**src/dsi_tx_pkg.sv**
```systemverilog
package dsi_tx_pkg;

    typedef logic [31:0] word_t;        // pixel or packet word, byte 0 in the low bits
    typedef logic [7:0]  byte_t;
    typedef logic [31:0] lane_bytes_t;  // lane i in bits 8i upward
    typedef logic [3:0]  lane_mask_t;   // one bit per data lane
    typedef logic [2:0]  lane_count_t;  // 1, 2 or 4
    typedef logic [2:0]  byte_count_t;  // valid bytes in a packet word
    typedef logic [15:0] word_count_t;  // DSI payload byte count

    // line geometry and buffering
    localparam word_count_t LINE_BYTES = 16'd16;
    localparam int          FIFO_AW    = 4;
    localparam logic [FIFO_AW:0] FIFO_DEPTH = 5'd16;  // must equal 2**FIFO_AW
    localparam logic [FIFO_AW:0] LINE_WORDS = (FIFO_AW + 1)'(LINE_BYTES / 4);

    // packet constants
    localparam byte_t DATA_ID   = 8'h3E;  // 24-bit RGB888 long packet, vc 0
    localparam byte_t SYNC_BYTE = 8'hB8;  // HS leader

    // D-PHY timing in clk_phy cycles
    localparam logic [7:0] TLPX_CYCLES       = 8'd4;
    localparam logic [7:0] HS_PREPARE_CYCLES = 8'd4;
    localparam logic [7:0] HS_ZERO_CYCLES    = 8'd6;
    localparam logic [7:0] HS_TRAIL_CYCLES   = 8'd4;
    localparam logic [7:0] HS_EXIT_CYCLES    = 8'd6;

    typedef enum logic [2:0] {
        LP11_IDLE,  // stop state, waiting for a burst
        LP01,       // HS request
        LP00,       // HS prepare
        HS_ZERO,
        HS_SYNC,
        HS_DATA,
        HS_TRAIL,
        LP11_EXIT
    } lane_state_t;

endpackage

```
**src/dsi_tx_lane_controller.sv**
```systemverilog
module dsi_tx_lane_controller (
    input  logic                    clk_phy,
    input  logic                    arst_n,
    input  dsi_tx_pkg::lane_count_t lane_count,

    // packet word stream
    input  logic                    burst_req,
    input  dsi_tx_pkg::word_t       word_data,
    input  dsi_tx_pkg::byte_count_t word_bytes,
    input  logic                    word_last,
    input  logic                    word_valid,
    output logic                    word_ready,

    // data lanes
    output dsi_tx_pkg::lane_mask_t  lp_p,
    output dsi_tx_pkg::lane_mask_t  lp_n,
    output dsi_tx_pkg::lane_mask_t  hs_en,
    output dsi_tx_pkg::lane_mask_t  hs_valid,
    output dsi_tx_pkg::lane_bytes_t hs_data
);

    dsi_tx_pkg::lane_state_t state;
    logic [7:0]              cnt;        // shared phase counter
    logic [7:0]              cnt_limit;
    logic                    cnt_done;
    logic                    timed;
    logic                    in_hs;
    logic                    in_data;
    dsi_tx_pkg::lane_mask_t  act_mask;   // lanes 0 to lane_count-1
    logic [2:0]              lanes_n;
    dsi_tx_pkg::byte_count_t idx;        // first byte of the current group
    logic [3:0]              grp_end;
    dsi_tx_pkg::lane_mask_t  lane_used;
    logic [3:0]              lane_pos [4];
    dsi_tx_pkg::byte_t       data_byte [4];
    dsi_tx_pkg::byte_t       trail_byte [4];
    dsi_tx_pkg::byte_t       last_byte [4];

    // 3 is not supported and falls back to four lanes
    always_comb begin
        case (lane_count)
            3'd1: begin
                act_mask = 4'b0001;
                lanes_n  = 3'd1;
            end
            3'd2: begin
                act_mask = 4'b0011;
                lanes_n  = 3'd2;
            end
            default: begin
                act_mask = 4'b1111;
                lanes_n  = 3'd4;
            end
        endcase
    end

    always_comb begin
        case (state)
            dsi_tx_pkg::LP01:     cnt_limit = dsi_tx_pkg::TLPX_CYCLES;
            dsi_tx_pkg::LP00:     cnt_limit = dsi_tx_pkg::HS_PREPARE_CYCLES;
            dsi_tx_pkg::HS_ZERO:  cnt_limit = dsi_tx_pkg::HS_ZERO_CYCLES;
            dsi_tx_pkg::HS_TRAIL: cnt_limit = dsi_tx_pkg::HS_TRAIL_CYCLES;
            default:              cnt_limit = dsi_tx_pkg::HS_EXIT_CYCLES;
        endcase
    end

    assign cnt_done = cnt == cnt_limit - 8'd1;
    assign timed    = state inside {dsi_tx_pkg::LP01, dsi_tx_pkg::LP00, dsi_tx_pkg::HS_ZERO,
                                    dsi_tx_pkg::HS_TRAIL, dsi_tx_pkg::LP11_EXIT};
    assign in_hs    = state inside {dsi_tx_pkg::HS_ZERO, dsi_tx_pkg::HS_SYNC,
                                    dsi_tx_pkg::HS_DATA, dsi_tx_pkg::HS_TRAIL};
    assign in_data  = state == dsi_tx_pkg::HS_DATA;

    // word is done when this group reaches its last byte
    assign grp_end    = {1'b0, idx} + {1'b0, lanes_n};
    assign word_ready = in_data && (grp_end >= {1'b0, word_bytes});

    always_comb begin
        for (int k = 0; k < 4; k++) begin
            lane_pos[k]   = {1'b0, idx} + k[3:0];
            lane_used[k]  = in_data && word_valid && act_mask[k] &&
                            (lane_pos[k] < {1'b0, word_bytes});
            data_byte[k]  = word_data[lane_pos[k][1:0]*8 +: 8];
            trail_byte[k] = {8{~last_byte[k][7]}};
        end
    end

    always_ff @(posedge clk_phy or negedge arst_n) begin
        if (!arst_n) begin
            state <= dsi_tx_pkg::LP11_IDLE;
            cnt   <= '0;
            idx   <= '0;
        end else begin
            if (timed && !cnt_done) begin
                cnt <= cnt + 8'd1;
            end else begin
                cnt <= '0;  // fresh count on every phase change
            end
            if (in_data && word_valid) begin
                idx <= word_ready ? '0 : grp_end[2:0];
            end else if (!in_data) begin
                idx <= '0;
            end
            case (state)
                dsi_tx_pkg::LP11_IDLE: if (burst_req) state <= dsi_tx_pkg::LP01;
                dsi_tx_pkg::LP01:      if (cnt_done) state <= dsi_tx_pkg::LP00;
                dsi_tx_pkg::LP00:      if (cnt_done) state <= dsi_tx_pkg::HS_ZERO;
                dsi_tx_pkg::HS_ZERO:   if (cnt_done) state <= dsi_tx_pkg::HS_SYNC;
                dsi_tx_pkg::HS_SYNC:   state <= dsi_tx_pkg::HS_DATA;
                dsi_tx_pkg::HS_DATA: begin
                    if (word_valid && word_ready && word_last) begin
                        state <= dsi_tx_pkg::HS_TRAIL;
                    end
                end
                dsi_tx_pkg::HS_TRAIL:  if (cnt_done) state <= dsi_tx_pkg::LP11_EXIT;
                default:               if (cnt_done) state <= dsi_tx_pkg::LP11_IDLE;
            endcase
        end
    end

    // last byte sent per lane, sets the trail polarity
    always_ff @(posedge clk_phy) begin
        for (int k = 0; k < 4; k++) begin
            if (state == dsi_tx_pkg::HS_SYNC) begin
                last_byte[k] <= dsi_tx_pkg::SYNC_BYTE;
            end else if (lane_used[k]) begin
                last_byte[k] <= data_byte[k];
            end
        end
    end

    // LP levels: 01 request, 00 prepare and during HS, 11 otherwise
    assign lp_p     = (timed && state != dsi_tx_pkg::LP11_EXIT) || in_hs ? ~act_mask : '1;
    assign lp_n     = (state == dsi_tx_pkg::LP00) || in_hs ? ~act_mask : '1;
    assign hs_en    = in_hs ? act_mask : '0;
    assign hs_valid = lane_used;

    always_comb begin
        dsi_tx_pkg::byte_t lane_byte;
        hs_data = '0;
        for (int k = 0; k < 4; k++) begin
            case (state)
                dsi_tx_pkg::HS_SYNC:  lane_byte = dsi_tx_pkg::SYNC_BYTE;
                dsi_tx_pkg::HS_DATA:  lane_byte = lane_used[k] ? data_byte[k] : trail_byte[k];
                dsi_tx_pkg::HS_TRAIL: lane_byte = trail_byte[k];
                default:              lane_byte = '0;  // HS zero and LP states
            endcase
            hs_data[k*8 +: 8] = act_mask[k] ? lane_byte : 8'h00;
        end
    end

endmodule

```
**src/dsi_tx_packet_assembler.sv**
```systemverilog
module dsi_tx_packet_assembler (
    input  logic                    clk_phy,
    input  logic                    arst_n,

    // pixel buffer side
    input  dsi_tx_pkg::word_t       fifo_data,
    input  logic                    line_ready,
    output logic                    fifo_read,

    // lane controller side
    output logic                    burst_req,
    output dsi_tx_pkg::word_t       word_data,
    output dsi_tx_pkg::byte_count_t word_bytes,
    output logic                    word_last,
    output logic                    word_valid,
    input  logic                    word_ready
);

    typedef enum logic [1:0] {
        ST_IDLE,
        ST_HEADER,
        ST_PAYLOAD,
        ST_CRC
    } asm_state_t;

    asm_state_t                   state;
    logic [dsi_tx_pkg::FIFO_AW:0] pay_cnt;  // payload words accepted so far
    logic [15:0]                  crc;
    logic                         accept;
    dsi_tx_pkg::word_t            header;

    // Hamming-style ECC over the 24 header bits, one parity mask per ECC bit
    function automatic logic [5:0] ecc6(input logic [23:0] d);
        logic [5:0] p;
        p[0] = ^(d & 24'hF12CB7);
        p[1] = ^(d & 24'hF2555B);
        p[2] = ^(d & 24'h749A6D);
        p[3] = ^(d & 24'hB8E38E);
        p[4] = ^(d & 24'hDF03F0);
        p[5] = ^(d & 24'hEFFC00);
        return p;
    endfunction

    // CRC-16 x16+x12+x5+1, reflected form, bytes and bits LSB first
    function automatic logic [15:0] crc16_word(input logic [15:0] crc_in,
                                               input dsi_tx_pkg::word_t data);
        logic [15:0] c;
        c = crc_in;
        for (int i = 0; i < 32; i++) begin
            if (c[0] ^ data[i]) begin
                c = (c >> 1) ^ 16'h8408;
            end else begin
                c = c >> 1;
            end
        end
        return c;
    endfunction

    // header bytes: data ID, WC low, WC high, ECC
    assign header = {2'b00,
                     ecc6({dsi_tx_pkg::LINE_BYTES, dsi_tx_pkg::DATA_ID}),
                     dsi_tx_pkg::LINE_BYTES[15:8],
                     dsi_tx_pkg::LINE_BYTES[7:0],
                     dsi_tx_pkg::DATA_ID};

    assign accept = word_valid && word_ready;

    always_ff @(posedge clk_phy or negedge arst_n) begin
        if (!arst_n) begin
            state   <= ST_IDLE;
            pay_cnt <= '0;
            crc     <= 16'hFFFF;
        end else begin
            case (state)
                ST_IDLE: begin
                    if (line_ready) begin  // commit to the buffered line
                        state   <= ST_HEADER;
                        pay_cnt <= '0;
                        crc     <= 16'hFFFF;
                    end
                end
                ST_HEADER: begin
                    if (accept) begin
                        state <= ST_PAYLOAD;
                    end
                end
                ST_PAYLOAD: begin
                    if (accept) begin
                        crc     <= crc16_word(crc, fifo_data);
                        pay_cnt <= pay_cnt + 1'b1;
                        if (pay_cnt == dsi_tx_pkg::LINE_WORDS - 1'b1) begin
                            state <= ST_CRC;
                        end
                    end
                end
                default: begin
                    if (accept) begin
                        state <= ST_IDLE;  // footer gone, burst done
                    end
                end
            endcase
        end
    end

    assign burst_req  = state != ST_IDLE;
    assign word_valid = state != ST_IDLE;  // no gaps once the line is committed
    assign word_last  = state == ST_CRC;
    assign fifo_read  = (state == ST_PAYLOAD) && accept;  // pop on handoff

    always_comb begin
        case (state)
            ST_HEADER: begin
                word_data  = header;
                word_bytes = dsi_tx_pkg::byte_count_t'(4);
            end
            ST_CRC: begin
                word_data  = {16'h0000, crc};  // low CRC byte goes first
                word_bytes = dsi_tx_pkg::byte_count_t'(2);
            end
            default: begin
                word_data  = fifo_data;
                word_bytes = dsi_tx_pkg::byte_count_t'(4);
            end
        endcase
    end

endmodule

```
**src/dsi_tx_pixel_buffer.sv**
```systemverilog
module dsi_tx_pixel_buffer (
    input  logic                clk_phy,
    input  logic                arst_n,

    // pixel stream sink
    input  dsi_tx_pkg::word_t   pix_data,
    input  logic                pix_valid,
    output logic                pix_ready,

    // show-ahead read side
    output dsi_tx_pkg::word_t   fifo_data,
    output logic                line_ready,
    input  logic                fifo_read
);

    dsi_tx_pkg::word_t              mem [dsi_tx_pkg::FIFO_DEPTH];
    logic [dsi_tx_pkg::FIFO_AW-1:0] wr_ptr;
    logic [dsi_tx_pkg::FIFO_AW-1:0] rd_ptr;
    logic [dsi_tx_pkg::FIFO_AW:0]   count;   // occupancy, 0 to FIFO_DEPTH
    logic                           push;
    logic                           pop;

    assign pix_ready = count != dsi_tx_pkg::FIFO_DEPTH;
    assign push      = pix_valid && pix_ready;
    assign pop       = fifo_read && (count != '0);  // no pop from an empty FIFO

    // storage, written on every accepted word
    always_ff @(posedge clk_phy) begin
        if (push) begin
            mem[wr_ptr] <= pix_data;
        end
    end

    always_ff @(posedge clk_phy or negedge arst_n) begin
        if (!arst_n) begin
            wr_ptr <= '0;
            rd_ptr <= '0;
            count  <= '0;
        end else begin
            if (push) begin
                wr_ptr <= wr_ptr + 1'b1;  // wraps at FIFO_DEPTH
            end
            if (pop) begin
                rd_ptr <= rd_ptr + 1'b1;
            end
            case ({push, pop})
                2'b10: begin
                    count <= count + 1'b1;
                end
                2'b01: begin
                    count <= count - 1'b1;
                end
                default: begin
                    count <= count;  // both or neither
                end
            endcase
        end
    end

    assign fifo_data = mem[rd_ptr];  // head word, valid while count != 0

    // a whole line can be drained without waiting on the source
    assign line_ready = count >= dsi_tx_pkg::LINE_WORDS;

endmodule

```
**src/dsi_tx_top.sv**
```systemverilog
module dsi_tx_top (
    input  logic                    clk_phy,
    input  logic                    arst_n,

    // pixel stream input
    input  dsi_tx_pkg::word_t       pix_data,
    input  logic                    pix_valid,
    output logic                    pix_ready,

    input  dsi_tx_pkg::lane_count_t lane_count,  // change only between bursts

    // data lanes
    output dsi_tx_pkg::lane_mask_t  lp_p,
    output dsi_tx_pkg::lane_mask_t  lp_n,
    output dsi_tx_pkg::lane_mask_t  hs_en,
    output dsi_tx_pkg::lane_mask_t  hs_valid,
    output dsi_tx_pkg::lane_bytes_t hs_data
);

    dsi_tx_pkg::word_t       fifo_data;
    logic                    line_ready;
    logic                    fifo_read;
    logic                    burst_req;
    dsi_tx_pkg::word_t       word_data;
    dsi_tx_pkg::byte_count_t word_bytes;
    logic                    word_last;
    logic                    word_valid;
    logic                    word_ready;

    dsi_tx_pixel_buffer dsi_tx_pixel_buffer_0 (
        .clk_phy    (clk_phy   ),
        .arst_n     (arst_n    ),
        .pix_data   (pix_data  ),
        .pix_valid  (pix_valid ),
        .pix_ready  (pix_ready ),
        .fifo_data  (fifo_data ),
        .line_ready (line_ready),
        .fifo_read  (fifo_read )
    );

    dsi_tx_packet_assembler dsi_tx_packet_assembler_0 (
        .clk_phy    (clk_phy   ),
        .arst_n     (arst_n    ),
        .fifo_data  (fifo_data ),
        .line_ready (line_ready),
        .fifo_read  (fifo_read ),
        .burst_req  (burst_req ),
        .word_data  (word_data ),
        .word_bytes (word_bytes),
        .word_last  (word_last ),
        .word_valid (word_valid),
        .word_ready (word_ready)
    );

    dsi_tx_lane_controller dsi_tx_lane_controller_0 (
        .clk_phy    (clk_phy   ),
        .arst_n     (arst_n    ),
        .lane_count (lane_count),
        .burst_req  (burst_req ),
        .word_data  (word_data ),
        .word_bytes (word_bytes),
        .word_last  (word_last ),
        .word_valid (word_valid),
        .word_ready (word_ready),
        .lp_p       (lp_p      ),
        .lp_n       (lp_n      ),
        .hs_en      (hs_en     ),
        .hs_valid   (hs_valid  ),
        .hs_data    (hs_data   )
    );

endmodule

```
**config.mk**
```make
export PLATFORM = sky130hd
export DESIGN_NAME = dsi_tx_top
export DESIGN_NICKNAME = d
export VERILOG_FILES = /design/src/dsi_tx_pkg.sv /design/src/dsi_tx_lane_controller.sv /design/src/dsi_tx_packet_assembler.sv /design/src/dsi_tx_pixel_buffer.sv /design/src/dsi_tx_top.sv
export SDC_FILE = /design/constraint.sdc
export NUM_CORES = 1
export LEC_CHECK = 0
export BUFFER_PORTS_ARGS = -buffer_cell sky130_fd_sc_hd__clkbuf_2
export CORE_MARGIN = 10
export CORE_UTILIZATION = 50
export CTS_BUF_LIST = sky130_fd_sc_hd__clkbuf_8 sky130_fd_sc_hd__clkbuf_16
export DETAILED_ROUTE_END_ITERATION = 10
export GPL_ROUTABILITY_DRIVEN = 0
export PLACE_DENSITY = 0.66
export SETUP_SLACK_MARGIN = 0.4
export SLEW_MARGIN = 20
export SYNTH_ARGS = -nofsm -noshare
export SYNTH_HDL_FRONTEND = slang
export SYNTH_SLANG_ARGS = --single-unit
```
**constraint.sdc**
```tcl
create_clock -name clk_phy -period 11 [get_ports clk_phy]
set_input_delay 0.55 -clock clk_phy [delete_from_list [all_inputs] [get_ports clk_phy]]
set_output_delay 0.55 -clock clk_phy [all_outputs]
set_load 0.02 [all_outputs]
```
==> flow_summary.ini, run 1 <==
[clock_tree]
cts_resized = 0
hold_buffers = 0
cts_buffers = 57
clk_pin_slew_ns = 0.06
cts_buffer_depth = 3
h-tree-depth = 2
clk_latency_ns = 0.61
clock_sinks = 566
root_buffer = clkbuf_16
cts_tree = built
postCtsSetupBuffers = 0

[synthesis]
postSynthAreaPerCell_sq_um = 17.1
yosysTopAreaCellShare_pct = 61.1
synthXorXnorAreaFrac_pct = 5.47
synth_top_family_by_area = multiplexers
synthArstFlopShare_pct = 8.83
yosysMostFrequentCell = edfxtp_1
yosys_register_bits = 566
synth_top_cell_by_area = edfxtp_1
synth_area_sq_um = 25400
yosys.area_share.simple_pct = 4.91
synth_seq_area_share_pct = 66.1
syn_nets = 1550
netlist-cell-type-count = 77
synth_edf_count = 516
yosys_warnings = 0
synthAdderAreaFrac_pct = 1.62
synth_common_cells = edfxtp_1, mux4_2, nor2_1
synth_area_leaders = edfxtp_1, mux4_2, dfrtp_1
synthFlopType = edfxtp_1
synth_compound_area_share_pct = 4.67
netlist_instances = 1481
synthMuxAreaShare_pct = 14.8

[detailed_routing]
ant_nets = 0
dr.first_iter.drc_count = 1264
vias = 13738
wl_mm = 61.5
via_per_inst = 6.00
wire_per_inst_um = 26.9
remaining_drc_errors = 0
first_pass_iters = 5

[global_routing]
grt_pass1_wl_mm = 91.5
track_usage_pct = 20.5
grt_pass1_vias = 13955
grt_max_degree = 51
antenna_found_initial = 2
grt_overflow = 0

[run]
cap_violations = 0

[critical_path]
cp-startpoint = dsi_tx_pixel_buffer_0.rd_ptr[0]$_DFFE_PN0P_
critPathRequiredTime_ns = 10.45
start_kind = flop
critPathKind = flop to primary output
cp_max_fo = 40
critPathArrivalTime_ns = 5.31
r2r_start = dsi_tx_pixel_buffer_0.rd_ptr[0]$_DFFE_PN0P_
r2r_setup_slack_ns = 5.81
worst_r2r_path_depth = 10
timing.rr.end = dsi_tx_packet_assembler_0.crc[3]$_DFFE_PN1P_
cp-end-kind = primary output

[sta]
setup_viol = 0
hold_viol = 0
fmax_ghz = 0.171
drv_slew = 0
fin_worst_skew_ns = 0.0217
setup_tns_ns = 0
finalCriticalPeriod_ns = 5.86
max_slew_margin_pct = 31.9
post-route-period-util_pct = 53.3
tightest_slew_ns = 1.02
grt_setup_unrepaired = false

[place]
io_buffers = 86
hpwl_mm = 35.6

[finish]
drive_above_1_share_pct = 24.8
syn_to_final_growth_pct = 11.2
fin_nets = 1644
fillCellCount = 3837
diodes = 0

[die]
io-pin-count = 87
core_sq_um = 50200
rows = 82
initial_utilization_pct = 50.6
die_w_um = 245
die_height_um = 245
die-area_sq_um = 60200

[status]
status = finished, final reports clean

[worst_hold_path]
hp-class = input port to async pin
flip-flops by register name (all words and copies together), names as in the netlist:
register / count
dsi_tx_packet_assembler_0.pay_cnt: 5
dsi_tx_lane_controller_0.state: 3
dsi_tx_pixel_buffer_0.mem: 512
dsi_tx_lane_controller_0.cnt: 8
dsi_tx_packet_assembler_0.crc: 16
dsi_tx_lane_controller_0.last_byte: 4
dsi_tx_lane_controller_0.idx: 3
dsi_tx_pixel_buffer_0.rd_ptr: 4
dsi_tx_pixel_buffer_0.count: 5
dsi_tx_pixel_buffer_0.wr_ptr: 4
dsi_tx_packet_assembler_0.state: 2
cell usage in the layout, fill, tap and decap left out, types with 12 or more instances in the layout:
| cell | n |
|---|---|
| edfxtp_1 | 516 |
| mux4_2 | 129 |
| clkbuf_2 | 86 |
| a21oi_1 | 73 |
| nand2_1 | 71 |
| nor2_1 | 62 |
| mux2i_1 | 61 |
| clkbuf_16 | 59 |
| xnor2_1 | 54 |
| inv_1 | 41 |
| o21ai_0 | 40 |
| xor2_1 | 32 |
| dfrtp_1 | 30 |
| buf_4 | 30 |
| ha_1 | 28 |
| a22oi_1 | 21 |
| nand3_1 | 20 |
| nor3_1 | 18 |
| nor2b_1 | 17 |
| dfstp_2 | 16 |
| clkinv_1 | 15 |
| mux2_2 | 13 |
| nor2_4 | 12 |
critical path, stage by stage, from the launching register on:
cell      delay [ns]
dfrtp_4         0.79
buf_4           0.63
buf_4           0.69
mux4_2          0.58
a22o_1          0.23
a221oi_1        0.57
nor2_1          0.09
a21oi_1         0.20
nor2_1          0.06
a31oi_1         0.26
mux2i_1         0.12
o21ai_0         0.20
a21oi_1         0.09
clkbuf_2        0.18
through the flow:
stage / instance area [sq um] / hold WS (ns) / utilization (%) / std cells / worst slack [ns]
floorplan: 25400 / 0.254 / - / 1481 / 6.29
finish: 28200 / 0.0939 / 56.3 / 2290 / 5.14
detailed placement: 26500 / 0.524 / 52.8 / 2188 / 5.68
CTS: 28200 / 0.0884 / 56.3 / 2290 / 5.02
global route: 28200 / 0.122 / 56.3 / 2290 / 4.71
global placement: 26500 / 0.516 / 52.8 / 2188 / 5.69
logic make-up after synthesis:
logic type      count (synthesis)
flops                         566
simple gates                  260
mux                           208
compound gates                190
xor+xnor                      117
buf+inv                       109
fa+ha+maj                      31
worst max path at each step:
stage               cells past startpoint                                    endpoint  slack (ns)
floorplan                              20  dsi_tx_pixel_buffer_0.count[4]$_DFFE_PN0P_        6.29
global placement                       13                                 hs_data[21]        5.69
detailed placement                     13                                 hs_data[21]        5.68
CTS                                    13                                 hs_data[21]        5.02
global route                           13                                 hs_data[21]        4.71
finish                                 13                                 hs_data[21]        5.14
layout make-up:
| class | instances | area (sq um) | share of cell area (%) |
|---|---|---|---|
| flip-flops and latches | 566 | 16800 | 59.5 |
| clock inverters | 43 | 272 | 0.962 |
| well taps | 672 | 841 | 2.98 |
| clock buffers | 59 | 1480 | 5.23 |
| inverters | 28 | 105 | 0.372 |
| multi-input cells | 806 | 8100 | 28.7 |
| repair buffers | 116 | 656 | 2.32 |
per-layer routing:
metal | track usage, % | part of all wire (%) | wire (um) | vias to the layer above
li1 | - | - | - | 5996
met1 | 26.6 | 41 | 25000 | 7102
met2 | 33.1 | 48 | 29300 | 526
met3 | 5.04 | 8.1 | 4960 | 110
met4 | 7.71 | 3.6 | 2190 | 4
met5 | 0 | 0.047 | 29 | -
Power of run 1 is not shown: default switching activity piles up to over one toggle a cycle in this logic, so the estimate is an artifact.
==> run 2: changes to the inputs <==
- PLACE_DENSITY: 0.66 -> 0.69
- clock period: 11 -> 4.9 ns (I/O delays scaled with it)
==> run 2 against run 1 <==
Effect of this change:
- wire length fell by 1.9%
- global-route usage fell by 0.52 points
- non-clock buffer count increased by 27
- clock-buffer cell count stayed put
- sequential share of layout area shrank 0.47 points
- utilization rose by 0.45 points
- clock skew rose by 0.0076 ns
- die area unchanged
- via count up 0.43%
==> flow_summary.ini, run 2 (synthesis gave the netlist of run 1 again) <==
[status]
status = finished, final reports clean

[clock_tree]
cts_tree = built
clock_sinks = 566
clk_pin_slew_ns = 0.06
root_buffer = clkbuf_16
cts_buffers = 55
cts_buffer_depth = 3
clk_latency_ns = 0.61
h-tree-depth = 2

[die]
rows = 82
die-area_sq_um = 60200
die_w_um = 245
core_sq_um = 50200
io-pin-count = 87
die_height_um = 245
initial_utilization_pct = 50.6

[run]
cap_violations = 0

[critical_path]
critPathKind = flop to primary output
cp_max_fo = 11
r2r_start = dsi_tx_lane_controller_0.idx[1]$_DFFE_PN0P_
path_buf_inv = 3
critPathMaxStageDelay_ns = 0.64
critPathRequiredTime_ns = 4.66
critPathArrivalTime_ns = 3.95
worst_r2r_path_depth = 16
cp-startpoint = dsi_tx_pixel_buffer_0.rd_ptr[0]$_DFFE_PN0P_
path_cells = buf_4, mux4_2, a22o_1, a221oi_1, buf_4, nor2_1, a21oi_1, nor2_1, a31oi_1, mux2i_1, o21ai_0, a21oi_1, clkbuf_2
r2r_setup_slack_ns = 0.77
cp-end-kind = primary output
timing.rr.end = dsi_tx_pixel_buffer_0.count[4]$_DFFE_PN0P_
crit_family = compound AO/OA/AOI/OAI gates
start_kind = flop
crit_slowest_cell = dfrtp_4

[finish]
regArea_sq_um = 16800
drive_above_1_share_pct = 25.6
fillCellCount = 3758
syn_to_final_growth_pct = 12.1
multi_input_area_sq_um = 8100
reg_top3 = dsi_tx_pixel_buffer_0.mem: 512 flops, dsi_tx_packet_assembler_0.crc: 16 flops, dsi_tx_lane_controller_0.cnt: 8 flops
final_common_cell = edfxtp_1
fin_nets = 1669
largest_reg_flops = 512
mostFrequentLayoutCells = edfxtp_1, mux4_2, clkbuf_2
largest-register = dsi_tx_pixel_buffer_0.mem
utilization_pct = 56.7

[sta]
finalCriticalPeriod_ns = 4.20
grt_setup_unrepaired = false
tightest_slew_ns = 1.02
fmax_ghz = 0.238
post-route-period-util_pct = 85.7
setup_tns_ns = 0
setup_viol = 0
hold_viol = 0
fin_worst_skew_ns = 0.0293
hold_ws_ns = 0.0410
drv_slew = 0
max_slew_margin_pct = 31.6

[global_routing]
grt_overflow = 0
grt_max_degree = 55
antenna_found_initial = 3
grt_pass1_wl_mm = 90.7
grt_pass1_vias = 14102
track_usage_pct = 20.0

[detailed_routing]
dr.first_iter.drc_count = 1477
ant_nets = 0
wl_mm = 60.4
first_pass_iters = 5
remaining_drc_errors = 0
via_per_inst = 5.95
wire_per_inst_um = 26.0
vias = 13797

[place]
io_buffers = 86
hpwl_mm = 36.1

[worst_hold_path]
hold_path_depth = 1
worstHoldStart = pix_data[20]
hp-class = input port to flop
min_to = dsi_tx_pixel_buffer_0.mem[15][20]$_DFFE_PP_
-- run 2: cell types whose count changed in the layout (fill, tap and decap cells not counted), moves of 2 or more --
cell	previous run	this run
clkinv_2	6	2
clkinvlp_4	1	3
buf_12	0	6
buf_4	30	48
clkinv_4	2	0
inv_1	41	57
clkbuf_8	0	3
clkinv_1	15	6
clkbuf_16	59	56
bufinv_16	3	1
-- run 2: layer usage --
| layer | vias up | share of wire, % | GRT usage, % |
|---|---|---|---|
| met5 | - | 0.055 | 0 |
| met4 | 4 | 2.1 | 4.93 |
| met3 | 76 | 7.7 | 3.74 |
| met2 | 516 | 48 | 32.1 |
| met1 | 7138 | 42 | 27.9 |
| li1 | 6063 | - | - |
-- run 2: what timing repair did --
item | in CTS | in global routing
setup buffers | 2 | 3
endpoints found under the hold margin | 34 | 0
hold buffers | 1 | 0
setup endpoints to repair | 11 | 9
resized for setup | 0 | 1
-- run 2: through the flow --
stage               setup slack (ns)  cell area [sq um]  instances
floorplan                      0.434              25400       1481
global placement               0.267              26600       2208
detailed placement             0.205              26600       2208
CTS                            0.500              28400       2314
global route                   0.445              28400       2318
finish                         0.702              28500       2319
-- run 2: area by class of cell --
| cell class | instances | share of cell area [%] |
|---|---|---|
| tap | 672 | 2.96 |
| timing repair buffer | 143 | 3.37 |
| sequential | 566 | 59.0 |
| antenna | 1 | 0.00880 |
| inverter | 28 | 0.369 |
| clock inverter | 44 | 0.783 |
| clock buffer | 59 | 5.07 |
| multi-input combinational | 806 | 28.5 |
-- run 2: how the worst max path moves through the flow --
stage                                                             to  slack [ns]  cells past startpoint
after floorplan           dsi_tx_pixel_buffer_0.count[4]$_DFFE_PN0P_        0.43                     18
after global placement    dsi_tx_pixel_buffer_0.count[4]$_DFFE_PN0P_        0.27                     19
after detailed placement  dsi_tx_pixel_buffer_0.count[4]$_DFFE_PN0P_        0.21                     19
after CTS                                                 hs_data[2]        0.50                      9
after global routing                                     hs_data[20]        0.44                     11
final                                                    hs_data[21]        0.70                     13
-- run 2: worst reg2reg max path, cell delays in order (launching register included) --
cell and delay, ns:
dfrtp_1 0.38, inv_1 0.05, buf_4 0.24, fa_1 0.46, ha_1 0.30, inv_1 0.03, o21ai_0 0.15, a2111o_1 0.22
and3_1 0.19, a21boi_1 0.58, ha_1 0.40, ha_1 0.32, a21o_1 0.17, a21oi_1 0.16, xor2_1 0.16, nor2_1 0.06
xnor2_1 0.14
Power of run 2 is left out for the same reason.
==> run 3: changes to the inputs <==
- CORE_ASPECT_RATIO: not set -> 0.6
- CORE_UTILIZATION: 50 -> 43
- PLACE_DENSITY: 0.69 -> not set
==> run 3 against run 2 <==
Effect of this change:
- maximum frequency shrank 3.7%
- highest routed layer unchanged
- critical endpoint unchanged
- via count grew 0.83%
- wire length grew 5.4%
- final cell count grew 4.4%
- die area grew 15%
- design area grew 0.71%
- global-route usage shrank 2.1 points
- critical path depth is the same
==> flow_summary.ini, run 3 (synthesis gave the netlist of run 1 again) <==
[clock_tree]
cts_tree = built
cts_buffers = 50
cts_buffer_depth = 3
clk_latency_ns = 0.59
clock_sinks = 566
clk_pin_slew_ns = 0.07
root_buffer = clkbuf_16
h-tree-depth = 2

[sta]
setup_viol = 0
fin_worst_skew_ns = 0.0159
tightest_slew_ns = 1.08
finalCriticalPeriod_ns = 4.36
grt_setup_unrepaired = true
hold_viol = 0
post-route-period-util_pct = 89.0
fmax_ghz = 0.229
max_slew_margin_pct = 27.9
drv_slew = 0
setup_tns_ns = 0

[critical_path]
cp-end-kind = primary output
critPathArrivalTime_ns = 4.12
cp_max_fo = 28
critPathRequiredTime_ns = 4.66
start_kind = flop
critPathKind = flop to primary output

[finish]
fin_nets = 1680
reg_top3 = dsi_tx_pixel_buffer_0.mem: 512 flops, dsi_tx_packet_assembler_0.crc: 16 flops, dsi_tx_lane_controller_0.cnt: 8 flops
largest_reg_flops = 512
largest-register = dsi_tx_pixel_buffer_0.mem
drive_above_1_share_pct = 26.6
diodes = 0
syn_to_final_growth_pct = 12.9
mostFrequentLayoutCells = edfxtp_1, mux4_2, clkbuf_2
final_common_cell = edfxtp_1

[place]
io_buffers = 86
hpwl_mm = 39.5

[detailed_routing]
wire_per_inst_um = 26.3
first_pass_iters = 5
wl_mm = 63.6
via_per_inst = 5.74
vias = 13912
dr.first_iter.drc_count = 1433
ant_nets = 0
remaining_drc_errors = 0

[global_routing]
antenna_found_initial = 2
track_usage_pct = 17.9
grt_max_degree = 51
grt_pass1_wl_mm = 93.7
grt_overflow = 0
grt_pass1_vias = 13923

[worst_hold_path]
hp-class = input port to flop

[die]
die_w_um = 334
die-area_sq_um = 69400
rows = 68
initial_utilization_pct = 43.8
die_height_um = 208
io-pin-count = 87
core_sq_um = 57900

[status]
status = finished, final reports clean

[run]
cap_violations = 0
==> run 3: path summary, 6_finish.rpt <==
path	startpoint	to	slack (ns)	cells after the start
max	dsi_tx_pixel_buffer_0.rd_ptr[1]$_DFFE_PN0P_	hs_data[21]	0.54	13
min reg2reg	dsi_tx_packet_assembler_0.crc[4]$_DFFE_PN1P_	dsi_tx_packet_assembler_0.crc[4]$_DFFE_PN1P_	0.53	2
min in group asynchronous	arst_n	dsi_tx_lane_controller_0.state[1]$_DFFE_PN0P_	0.37	3
min	pix_data[2]	dsi_tx_pixel_buffer_0.mem[11][2]$_DFFE_PP_	0.06	1
max reg2reg	dsi_tx_pixel_buffer_0.rd_ptr[1]$_DFFE_PN0P_	dsi_tx_packet_assembler_0.crc[8]$_DFFE_PN1P_	0.75	11
max in group asynchronous	arst_n	dsi_tx_pixel_buffer_0.rd_ptr[3]$_DFFE_PN0P_	3.98	3
==> run 3: repair_timing <==
| item | in CTS | in global routing |
|---|---|---|
| resized for setup | 1 | 6 |
| setup endpoints to repair | 8 | 16 |
| hold buffers | 1 | 0 |
| endpoints found under the hold margin | 34 | 0 |
| setup buffers | 2 | 14 |
| cloned | 0 | 0 |
==> run 3: metrics by stage <==
step / utilization (%) / instances / cell area, sq um / worst slack (ns) / hold slack, ns
3_5_place_dp: 46.4 / 2312 / 26900 / 0.258 / 0.431
2_1_floorplan: - / 1481 / 25400 / 0.434 / -0.0506
6_report: 49.5 / 2422 / 28700 / 0.539 / 0.0573
5_1_grt: 49.5 / 2422 / 28700 / 0.378 / 0.0802
4_1_cts: 49.2 / 2408 / 28500 / 0.435 / 0.0395
3_3_place_gp: 46.4 / 2312 / 26900 / 0.251 / 0.428
==> run 3: final cells by class <==
type	count	area [sq um]
fill	4790	29300
clock buffer	51	1280
sequential	566	16800
timing repair buffer	159	1080
inverter	28	105
tap	770	963
clock inverter	42	318
multi-input combinational	806	8130
==> run 3: critical path: stages (launching register included) <==
cell,delay (ns)
dfrtp_4,0.70
buf_12,0.28
buf_12,0.25
mux4_2,0.35
a22o_1,0.22
a221oi_4,0.37
nor2_1,0.07
a21oi_1,0.37
nor2_1,0.07
a31oi_1,0.20
mux2i_1,0.13
o21ai_0,0.19
a21oi_1,0.10
clkbuf_2,0.19
==> run 3: layer usage <==
layer	vias to the layer above	track usage (%)	wire [um]
met1	7276	26.3	29200
met5	-	0	26
li1	6077	-	-
met3	92	4.68	4900
met4	4	3.57	1140
met2	463	26.4	28300
Power of run 3 is left out for the same reason.
